File: config.mk
export PLATFORM = sky130hd
export DESIGN_NAME = pgw_top
export DESIGN_NICKNAME = d
export VERILOG_FILES = /design/src/pgw_pkg.sv /design/src/pgw_top.sv /design/src/pgw_write_ctrl.sv /design/src/pgw_write_port.sv /design/src/pgw_md_packer.sv /design/src/pgw_addr_gen.sv /design/src/pgw_line_buf.sv
export VERILOG_INCLUDE_DIRS = /design/src
export SDC_FILE = /design/constraint.sdc
export NUM_CORES = 1
export LEC_CHECK = 0
export BUFFER_PORTS_ARGS = -buffer_cell sky130_fd_sc_hd__clkbuf_2
export CORE_AREA = 2 2 451 453
export CTS_BUF_LIST = sky130_fd_sc_hd__clkbuf_4 sky130_fd_sc_hd__clkbuf_8
export DETAILED_ROUTE_END_ITERATION = 8
export DIE_AREA = 0 0 453 455
export GPL_ROUTABILITY_DRIVEN = 0
export PLACE_DENSITY = 0.45
export SLEW_MARGIN = 5
export SYNTH_ARGS = -nofsm -noshare
export SYNTH_HDL_FRONTEND = slang
export SYNTH_SLANG_ARGS = --single-unit
File: constraint.sdc
create_clock -name clk_i -period 16.9 [get_ports clk_i]
set_clock_uncertainty 0.15 [all_clocks]
set_input_delay 0.845 -clock clk_i [delete_from_list [all_inputs] [get_ports clk_i]]
set_output_delay 0.845 -clock clk_i [all_outputs]
set_load 0.02 [all_outputs]
File: src/pgw_consts.svh
`ifndef PGW_CONSTS_SVH
`define PGW_CONSTS_SVH

// address and line geometry
`define PGW_ADDR_W      32
`define PGW_LINE_BYTES  16
`define PGW_LINE_W      128

// a decompressed page is always this many lines
`define PGW_PAGE_LINES  16

`define PGW_MD_BASE     32'h0008_0000 // metadata region, one line per page
`define PGW_BUF_DEPTH   8             // payload lines waiting for the channels
`define PGW_PTR_W       16

// line counter, holds 0 up to PGW_PAGE_LINES
`define PGW_CNT_W       5

// used bits of the metadata record, padding fills the rest of the line
`define PGW_MD_REC_BITS (2 + `PGW_CNT_W + 2 * `PGW_PTR_W)

`endif
File: src/pgw_pkg.sv
`include "pgw_consts.svh"

package pgw_pkg;

	// one page write job
	typedef struct packed {
		logic                   compress; // 1: compressed page
		logic [`PGW_ADDR_W-1:0] dst_base; // line aligned
		logic [`PGW_CNT_W-1:0]  line_cnt; // compressed lines, 1..16
		logic [`PGW_PTR_W-1:0]  page_ptr;
		logic [`PGW_PTR_W-1:0]  next_ptr;
	} pgw_job_t;

	// metadata record, valid sits in bit 0
	typedef struct packed {
		logic [`PGW_LINE_W-`PGW_MD_REC_BITS-1:0] pad;
		logic [`PGW_PTR_W-1:0]                   next_ptr;
		logic [`PGW_PTR_W-1:0]                   page_ptr;
		logic [`PGW_CNT_W-1:0]                   line_cnt;
		logic                                    compress;
		logic                                    valid;
	} pgw_md_rec_t;

	// one line on the W channel, either payload or a metadata record
	typedef union packed {
		logic [`PGW_LINE_W-1:0] raw;
		pgw_md_rec_t            md;
	} pgw_wdata_u;

	typedef struct packed {
		logic [`PGW_ADDR_W-1:0] addr;
	} pgw_aw_t;

	typedef struct packed {
		pgw_wdata_u                 data;
		logic [`PGW_LINE_BYTES-1:0] strb;
	} pgw_w_t;

	typedef struct packed {
		logic    awvalid;
		pgw_aw_t aw;
		logic    wvalid;
		pgw_w_t  w;
	} pgw_wr_req_t;

	typedef struct packed {
		logic awready;
		logic wready;
	} pgw_wr_rdy_t;

endpackage

File: src/pgw_top.sv
`timescale 1ns/1ps
`include "pgw_consts.svh"

module pgw_top (
	input  logic                   clk_i,
	input  logic                   rst_ni,
	input  logic                   job_valid,
	input  pgw_pkg::pgw_job_t      job,
	output logic                   job_ready,
	input  logic                   line_valid,
	input  logic [`PGW_LINE_W-1:0] line_data,
	output logic                   line_ready,
	output pgw_pkg::pgw_wr_req_t   wr_req,
	input  pgw_pkg::pgw_wr_rdy_t   wr_rdy,
	output logic                   done
);

	logic buf_full;
	logic buf_not_empty;
	logic [`PGW_LINE_W-1:0] buf_head;
	logic load;
	logic pop;
	logic step;
	logic last_line;
	logic port_idle;
	logic issue;
	logic is_md;
	logic [`PGW_ADDR_W-1:0] line_addr;
	logic [`PGW_ADDR_W-1:0] md_addr;
	logic [`PGW_CNT_W-1:0] lines_done;
	pgw_pkg::pgw_job_t job_q;
	pgw_pkg::pgw_wdata_u md_word;
	logic [`PGW_LINE_BYTES-1:0] md_strb;
	pgw_pkg::pgw_aw_t port_aw;
	pgw_pkg::pgw_w_t port_w;

	assign line_ready = ~buf_full;

	pgw_line_buf u_buf (
		.clk_i(clk_i), .rst_ni(rst_ni),
		.push(line_valid & line_ready), .push_data(line_data), .full(buf_full),
		.pop(pop), .pop_data(buf_head), .not_empty(buf_not_empty)
	);

	pgw_addr_gen u_addr (
		.clk_i(clk_i), .rst_ni(rst_ni), .load(load), .job(job), .step(step),
		.line_addr(line_addr), .md_addr(md_addr), .lines_done(lines_done),
		.last_line(last_line), .job_q(job_q)
	);

	pgw_md_packer u_pack (.job(job_q), .lines_done(lines_done), .md_word(md_word),
		.md_strb(md_strb));

	// page line or metadata record into the port
	always_comb begin
		port_aw.addr = is_md ? md_addr : line_addr;
		port_w.data.raw = is_md ? md_word.raw : buf_head;
		port_w.strb = is_md ? md_strb : '1; // payload lines are full writes
	end

	pgw_write_port u_port (
		.clk_i(clk_i), .rst_ni(rst_ni), .issue(issue), .aw(port_aw), .w(port_w),
		.wr_req(wr_req), .wr_rdy(wr_rdy), .idle(port_idle)
	);

	pgw_write_ctrl u_ctrl (
		.clk_i(clk_i), .rst_ni(rst_ni), .job_valid(job_valid), .job_ready(job_ready),
		.load(load), .buf_not_empty(buf_not_empty), .pop(pop), .step(step),
		.last_line(last_line), .port_idle(port_idle), .issue(issue), .is_md(is_md),
		.done(done)
	);

endmodule

File: src/pgw_write_ctrl.sv
`timescale 1ns/1ps

module pgw_write_ctrl (
	input  logic clk_i,
	input  logic rst_ni,
	input  logic job_valid,
	output logic job_ready,
	output logic load,
	input  logic buf_not_empty,
	output logic pop,
	output logic step,
	input  logic last_line,
	input  logic port_idle,
	output logic issue,
	output logic is_md,
	output logic done
);

	typedef enum logic [2:0] {
		ST_IDLE,
		ST_LINES,
		ST_MD_ISSUE,
		ST_MD_WAIT,
		ST_DONE
	} state_e;

	state_e state;
	state_e next_state;

	always_ff @(posedge clk_i or negedge rst_ni) begin
		if (!rst_ni) begin
			state <= ST_IDLE;
		end else begin
			state <= next_state;
		end
	end

	always_comb begin
		next_state = state;
		job_ready = 1'b0;
		load = 1'b0;
		pop = 1'b0;
		step = 1'b0;
		issue = 1'b0;
		is_md = 1'b0;
		done = 1'b0;

		case (state)
			ST_IDLE: begin
				job_ready = 1'b1;
				if (job_valid) begin
					load = 1'b1; // latch job, clear line count
					next_state = ST_LINES;
				end
			end

			// one line in flight at a time
			ST_LINES: begin
				if (port_idle) begin
					if (last_line) begin
						next_state = ST_MD_ISSUE; // last page line is accepted
					end else if (buf_not_empty) begin
						pop = 1'b1;
						step = 1'b1;
						issue = 1'b1;
					end
				end
			end

			// port is known idle here, metadata goes out now
			ST_MD_ISSUE: begin
				issue = 1'b1;
				is_md = 1'b1;
				next_state = ST_MD_WAIT;
			end

			ST_MD_WAIT: begin
				if (port_idle) begin
					done = 1'b1; // metadata AW and W both taken
					next_state = ST_DONE;
				end
			end

			// turnaround before job_ready comes back
			ST_DONE: begin
				next_state = ST_IDLE;
			end

			default: begin
				next_state = ST_IDLE;
			end
		endcase
	end

endmodule

File: src/pgw_write_port.sv
`timescale 1ns/1ps

module pgw_write_port (
	input  logic                 clk_i,
	input  logic                 rst_ni,
	input  logic                 issue,
	input  pgw_pkg::pgw_aw_t     aw,
	input  pgw_pkg::pgw_w_t      w,
	output pgw_pkg::pgw_wr_req_t wr_req,
	input  pgw_pkg::pgw_wr_rdy_t wr_rdy,
	output logic                 idle
);

	logic awvalid_q;
	logic wvalid_q;
	pgw_pkg::pgw_aw_t aw_q;
	pgw_pkg::pgw_w_t w_q;

	// payload only changes on issue, so it is stable while valid waits
	always_ff @(posedge clk_i) begin
		if (issue) begin
			aw_q <= aw;
			w_q <= w;
		end
	end

	// each channel drops its valid on its own handshake
	always_ff @(posedge clk_i or negedge rst_ni) begin
		if (!rst_ni) begin
			awvalid_q <= 1'b0;
			wvalid_q <= 1'b0;
		end else if (issue) begin
			awvalid_q <= 1'b1;
			wvalid_q <= 1'b1;
		end else begin
			if (awvalid_q && wr_rdy.awready) begin
				awvalid_q <= 1'b0;
			end
			if (wvalid_q && wr_rdy.wready) begin
				wvalid_q <= 1'b0;
			end
		end
	end

	always_comb begin
		wr_req.awvalid = awvalid_q;
		wr_req.aw = aw_q;
		wr_req.wvalid = wvalid_q;
		wr_req.w = w_q;
	end

	assign idle = ~awvalid_q & ~wvalid_q; // both channels drained

endmodule

File: src/pgw_md_packer.sv
`timescale 1ns/1ps
`include "pgw_consts.svh"

module pgw_md_packer (
	input  pgw_pkg::pgw_job_t          job,
	input  logic [`PGW_CNT_W-1:0]      lines_done,
	output pgw_pkg::pgw_wdata_u        md_word,
	output logic [`PGW_LINE_BYTES-1:0] md_strb
);

	// bytes touched by the record, the last one may be partly padding
	localparam int REC_BYTES = (`PGW_MD_REC_BITS + 7) / 8;
	localparam int PAD_BYTES = `PGW_LINE_BYTES - REC_BYTES;

	always_comb begin
		md_word = '0; // padding goes out as zero
		md_word.md.valid = 1'b1;
		md_word.md.compress = job.compress;
		md_word.md.line_cnt = lines_done; // lines actually written
		md_word.md.page_ptr = job.page_ptr;
		md_word.md.next_ptr = job.next_ptr;
	end

	// only the record bytes are written
	assign md_strb = {{PAD_BYTES{1'b0}}, {REC_BYTES{1'b1}}};

endmodule

File: src/pgw_addr_gen.sv
`timescale 1ns/1ps
`include "pgw_consts.svh"

module pgw_addr_gen (
	input  logic                   clk_i,
	input  logic                   rst_ni,
	input  logic                   load,
	input  pgw_pkg::pgw_job_t      job,
	input  logic                   step,
	output logic [`PGW_ADDR_W-1:0] line_addr,
	output logic [`PGW_ADDR_W-1:0] md_addr,
	output logic [`PGW_CNT_W-1:0]  lines_done,
	output logic                   last_line,
	output pgw_pkg::pgw_job_t      job_q
);

	localparam logic [`PGW_CNT_W-1:0] PAGE_LINES = `PGW_PAGE_LINES;
	localparam logic [`PGW_ADDR_W-1:0] LINE_BYTES = `PGW_LINE_BYTES;
	localparam logic [`PGW_ADDR_W-1:0] MD_BASE = `PGW_MD_BASE;

	logic [`PGW_CNT_W-1:0] target;

	// job fields stay put for the whole page
	always_ff @(posedge clk_i) begin
		if (load) begin
			job_q <= job;
		end
	end

	always_ff @(posedge clk_i or negedge rst_ni) begin
		if (!rst_ni) begin
			lines_done <= '0;
		end else if (load) begin
			lines_done <= '0;
		end else if (step) begin
			lines_done <= lines_done + 1'b1;
		end
	end

	// a decompressed page ignores line_cnt
	assign target = job_q.compress ? job_q.line_cnt : PAGE_LINES;
	assign last_line = (lines_done == target);

	assign line_addr = job_q.dst_base + (`PGW_ADDR_W'(lines_done) * LINE_BYTES);
	assign md_addr = MD_BASE + (`PGW_ADDR_W'(job_q.page_ptr) * LINE_BYTES); // one line per page

endmodule

File: src/pgw_line_buf.sv
`timescale 1ns/1ps
`include "pgw_consts.svh"

module pgw_line_buf (
	input  logic                   clk_i,
	input  logic                   rst_ni,
	input  logic                   push,
	input  logic [`PGW_LINE_W-1:0] push_data,
	output logic                   full,
	input  logic                   pop,
	output logic [`PGW_LINE_W-1:0] pop_data,
	output logic                   not_empty
);

	localparam int DEPTH = `PGW_BUF_DEPTH;
	localparam int PTR_W = $clog2(DEPTH);
	localparam logic [PTR_W-1:0] LAST_SLOT = PTR_W'(DEPTH - 1);
	localparam logic [PTR_W:0] FULL_CNT = (PTR_W + 1)'(DEPTH);

	logic [`PGW_LINE_W-1:0] mem [DEPTH];
	logic [PTR_W-1:0] wr_ptr;
	logic [PTR_W-1:0] rd_ptr;
	logic [PTR_W:0] count;
	logic do_push;
	logic do_pop;

	assign full = (count == FULL_CNT);
	assign not_empty = (count != '0);
	assign do_push = push & ~full; // writes into a full buffer are dropped
	assign do_pop = pop & not_empty;
	assign pop_data = mem[rd_ptr]; // head is visible without a read cycle

	always_ff @(posedge clk_i) begin
		if (do_push) begin
			mem[wr_ptr] <= push_data;
		end
	end

	always_ff @(posedge clk_i or negedge rst_ni) begin
		if (!rst_ni) begin
			wr_ptr <= '0;
			rd_ptr <= '0;
			count <= '0;
		end else begin
			if (do_push) begin
				wr_ptr <= (wr_ptr == LAST_SLOT) ? '0 : wr_ptr + 1'b1;
			end
			if (do_pop) begin
				rd_ptr <= (rd_ptr == LAST_SLOT) ? '0 : rd_ptr + 1'b1;
			end
			case ({do_push, do_pop})
				2'b10: count <= count + 1'b1;
				2'b01: count <= count - 1'b1;
				default: count <= count; // idle or push and pop together
			endcase
		end
	end

endmodule

-- After elaboration in Yosys (flattened, before gate mapping)
Memories as Yosys holds them, arrays and structs flattened.
Index checks and enable logic that the tools add are counted.
- add/sub/neg operators: 7
- equal/unequal tests: 13
- muxes and demuxes: 31
- bitwise gates (word level): 7
- reductions and logical operators: 9
- operators with widths (kind ; number):
    39-bit 2-to-1 mux ; 1
    32-bit by 9-bit adder with 32-bit output ; 1
    32-bit 2-to-1 mux ; 1
    20-bit by 20-bit adder with 21-bit output (first input constant) ; 1
    3-bit 2-to-1 mux ; 6
    1-bit 2-to-1 mux ; 16
    16-bit 2-to-1 mux ; 1
    5-bit 2-to-1 mux ; 3
    3-bit one-hot mux with 4 select lines ; 1
    2-bit != test (second input constant) ; 4
    4-bit one-hot mux with 2 select lines ; 1
    2-bit nonzero test ; 4
    3-bit by 1-bit adder with 3-bit output (second input constant) ; 2
    3-bit by 2-bit equality test with 1-bit output (second input constant) ; 2
    3-bit equality test (second input constant) ; 2
    5-bit by 1-bit adder with 5-bit output (second input constant) ; 1
    5-bit equality test ; 1
    4-bit by 1-bit adder with 4-bit output (second input constant) ; 1
    1-bit bitwise AND ; 4
    4-bit equality test (second input constant) ; 1
    4-bit AND reduction ; 1
    4-bit nonzero test ; 1
    4-bit by 1-bit subtractor with 4-bit output (second input constant) ; 1
    3-bit by 1-bit equality test with 1-bit output (second input constant) ; 1
    6 further kinds ; 9
- register bits: 266
- RAM bits: 1024
- bits of input ports: 204
- output and inout bits: 181
- logic and storage cells: 84
- memories kept: 1
- memories (name ; depth ; width ; rd ports ; clocked after memory_dff ; write ports ; line ; source):
    u_buf.mem ; 8 ; 128 ; 1 ; 0 ; 1 ; pgw_line_buf.sv:20 ; logic [`PGW_LINE_W-1:0] mem [DEPTH];

-- Depth between registers and ports, before layout
- word-level depth: 8
- mapped depth: 13
- gate-level depth less buffers: 11

-- Cells and area by module
From an unflattened synthesis, not the netlist that was laid out.
- cell total of the unflattened synthesis: 2339
- area, all modules: 52133.8 µm²
- modules (own cells, without submodules) (module ; instances ; cells an instance ; area each (µm²) ; sequential area each (µm²)):
    pgw_line_buf ; 1 ; 1549 ; 39534.2 ; 30999.7
    pgw_write_port ; 1 ; 185 ; 5376.4 ; 5335.1
    pgw_addr_gen ; 1 ; 239 ; 3374.5 ; 2227.1
    pgw_top ; 1 ; 198 ; 2562.5 ; 0.0
    pgw_md_packer ; 1 ; 146 ; 1088.5 ; 0.0
    pgw_write_ctrl ; 1 ; 22 ; 197.7 ; 75.1

-- Worst setup path after synthesis
OpenSTA, ideal clock, no wires.
- path kind: input to register
- from: input port line_valid
- to: memory u_buf.mem[1][0] (netlist name) (enable)
- setup time: 0.974 ns
- arrival time: 14.111 ns
- required time: 15.776 ns
- slack: 1.665 ns
- stages on the path: 2
- buffers on the path: 0
- path through: nand2_1 > nor4b_1
- cells in the longest elaborated chain, start to end: 4
- RTL lines (element ; line ; source):
    start: declaration ; pgw_top.sv:10 ; input logic line_valid,
    1-bit bitwise AND ; pgw_top.sv:41 ; .push(line_valid & line_ready), .push_data(line_data), .full(buf_full),
    1-bit bitwise AND ; pgw_line_buf.sv:29 ; assign do_push = push & ~full;
    1-bit 2-to-1 mux ; pgw_line_buf.sv:34 ; if (do_push) begin
    1-bit 2-to-1 mux (not written as such) ; pgw_line_buf.sv:35 ; mem[wr_ptr] <= push_data;
    end: declaration ; pgw_line_buf.sv:20 ;
Every way passes these cells.

-- Final worst setup path
- from: register u_buf.rd_ptr[0]
- to: register u_port.w_q (netlist bit u_port.wr_req[116]), data pin
- cells in the longest elaborated chain, start to end: 1
- RTL lines (element ; line ; source):
    start: declaration ; pgw_line_buf.sv:22 ; logic [PTR_W-1:0] rd_ptr;
    start signal: assignment ; pgw_line_buf.sv:49 ; rd_ptr <= (rd_ptr == LAST_SLOT) ? '0 : rd_ptr + 1'b1;
    memory read 8 x 128 bit ; - ;
    end signal: assignment ; pgw_write_port.sv:23 ; w_q <= w;
    end: declaration ; pgw_write_port.sv:17 ; pgw_pkg::pgw_w_t w_q;
Every way passes these cells.
A chain may end at the register's enable or synchronous reset.

==> results.cfg <==
[sta]
rsz0062_at_grt = no
fin_tns_setup_ps = 0
finalHoldViolations = 0
final.setup.worst_slack_ps = 12190
worstMarginPinSlew_ps = 1040
min_period_over_period_pct = 27.8
fin_crit_ps = 4710
maxSlewHeadroom_pct = 30.6
fmax_mhz = 213
hold_ws_ps = 272
final_max_slew_viol_count = 0
setup_viol = 0

[power_and_ir_drop]
seqPwrFrac_pct = 44.7
cellLeakagePower_nw = 19.9
power_frac_comb_pct = 27.3
powerDensity_mw_per_mm2 = 172
pwr-share-clk_pct = 27.9
swShare_pct = 32.4
switching_power_mw = 3.31
internal-power_mw = 6.92
irDropWorstVdd_mv = 0.118
finalPower_mw = 10.2

[floorplanning]
dieHeight_um = 455
dieWidth_um = 453
coreArea_sq_mm = 0.201
num_rows = 165
initial_core_util_pct = 23.8
ios = 385
dieArea_sq_mm = 0.206

[drt]
drt_wl_total_um = 126000
vias_per_cell = 4.13
first_iter_violations = 1641
drc = 0
num_vias = 23900
antenna_left = 0
drt_first_pass_iters = 5
wire_per_inst_um = 21.9

[yosys]
ys_seq_area_share_pct = 79.6
ys_types = 56
async_reset_ff_share_pct = 1.57
ys_warn_count = 0
synthCells = 2168
synth_flop_cell = edfxtp_1
ys_ff_latch = 1275
syn_avg_cell_area_sq_um = 22.1
netlist_area_sq_mm = 0.0480
synth_edf_count = 1255

[cts]
cts_tree = yes
post_cts_buffers = 0
cts_max_path_buffers = 3
root_buffer = clkbuf_8
clk_pin_slew_worst_paths_ps = 70
cts_buffers = 224
cts_max_level = 4
clock_sinks = 1275
insertion_delay_ps = 960

[global_routing]
grt_antenna_before_repair = 23
grtUsageTotal_pct = 12.1
grt.overflow.total = 0
first_global_vias = 25500
grt_max_degree = 96
grt_pass1_wl_um = 181000

[critical_path]
cp.buffers_inverters = 3
path_cells = buf_4, buf_4, buf_4, mux4_2, mux2i_1, nor2_1
critPathSlowestCell = dfrtp_4
critical_path.top_delay_family = buffers and inverters
cpPeakStageDelay_ps = 1030
crit_type = flip-flop to flip-flop
end_kind = flip-flop
cp.arrival_ps = 5230
cpMostUsedCell = buf_4
start_kind = flip-flop
crit_required_ps = 17420
crit_fanout = 44

[flow_run]
maxCapViolCount = 0

[run_status]
status = finished clean

[finish]
nNetsFinal = 3120
regArea_sq_mm = 0.0382
multi_input_area_sq_mm = 0.00925
fillers = 19900
syn_to_final_growth_pct = 24.3
fin_area_sq_mm = 0.0597
post-route-util_pct = 29.6
final_layout_size_suffix_gt1_share_pct = 33.6
fin_cells = 5773

[placement]
placed_cells = 5146
dp_slack_ps = 11950
hpwlAfterDp_um = 68200
place.port_buffers = 379
placed_area_sq_mm = 0.0531

[min_path]
min_path_type = primary input to asynchronous set/reset pin
-- cell type report --
| cell class | count | area share (%) |
|---|---|---|
| antenna | 8 | 0.0336 |
| clock buffer | 284 | 5.93 |
| clock inverter | 133 | 1.60 |
| inverter | 12 | 0.0902 |
| multi-input combinational | 766 | 15.5 |
| sequential | 1275 | 64.0 |
| tap | 2672 | 5.60 |
| timing repair buffer | 623 | 7.22 |
-- placed cells by master (no fill, tap or decap), drive strengths merged, types with 8 or more instances in the layout --
| master | n |
|---|---|
| mux4 | 256 |
| nand2 | 46 |
| ha | 13 |
| inv | 24 |
| dfrtp | 20 |
| clkbuf | 663 |
| o21ai | 38 |
| diode | 8 |
| buf | 42 |
| clkinv | 107 |
| xor2 | 16 |
| nand3 | 9 |
| mux2i | 130 |
| dlygate4sd3 | 202 |
| bufinv | 9 |
| xnor2 | 15 |
| a21oi | 29 |
| nor2 | 125 |
| edfxtp | 1255 |
| nor3 | 14 |
-- worst paths after layout --
kind                                      start                   end  slack, ps  cells past startpoint
worst max-delay path            u_buf.rd_ptr[0]    u_port.wr_req[116]      12190                      6
worst min-delay path                     rst_ni  u_addr.lines_done[4]        270                      2
worst max register to register  u_buf.rd_ptr[0]    u_port.wr_req[116]      12190                      6
worst min register to register  u_ctrl.state[2]       u_ctrl.state[1]        360                      1
max in group asynchronous                rst_ni       u_buf.rd_ptr[1]      15850                      2
min in group clk_i              u_ctrl.state[2]       u_ctrl.state[1]        360                      1
-- timing repair --
item,CTS,global route
hold buffers,202,0
gates resized for setup,0,0
hold endpoints to repair,1119,0
-- sequential cells by signal (all words and copies together), names as in the netlist --
register           count
u_addr.job_q          70
u_buf.rd_ptr           3
u_port.awvalid_q       1
u_buf.mem           1024
u_buf.count            4
u_addr.lines_done      5
u_buf.wr_ptr           3
u_ctrl.state           3
u_port.wvalid_q        1
u_port.aw_q           32
u_port.wr_req        129
-- metal layers --
metal / global-route usage [%] / part of all wire (%) / up-vias / routed length (um)
met5: 0 / 0.085 / - / 107
met4: 3.29 / 2.0 / 16 / 2500
met3: 3.05 / 5.2 / 220 / 6600
met2: 19.9 / 48 / 635 / 60900
met1: 15.9 / 44 / 12500 / 56200
li1: - / - / 10500 / -
-- synth_stat cells (all sizes together), types with 6 or more instances --
library cell,count,area [sq um]
edfxtp,1255,37700
mux4,256,5770
mux2i,130,1300
nor2,125,472
buf,66,378
clkbuf,53,200
nand2,46,173
o21ai,38,194
a21oi,29,145
dfrtp,20,500
xor2,16,140
xnor2,15,131
nor3,14,75.1
ha,13,163
inv,12,45.0
nand3,9,45.0
mux2,6,78.8
o2111ai,6,52.6
-- power groups by stage --
stage / Clock [mW] / Combinational [mW] / Sequential, mW
3_5_place_dp: 0 / 2.86 / 4.66
4_1_cts: 2.98 / 2.91 / 4.60
5_1_grt: 3.11 / 3.05 / 4.64
3_3_place_gp: 0 / 2.86 / 4.66
6_report: 2.86 / 2.80 / 4.58
2_1_floorplan: 0 / 1.69 / 4.88
-- cells by family after synthesis --
kind of cell	count (synthesis)	share of synthesized area [%]
buffers and inverters	131	1.30
XOR/XNOR	31	0.566
other	1	0.00781
adder cells (fa/ha/maj)	14	0.381
AND/OR/NAND/NOR	230	2.12
multiplexers	392	14.9
flip-flops	1275	79.6
AO/OA/AOI/OAI	94	1.17
No activity file was read; power rests on OpenSTA's default activity.
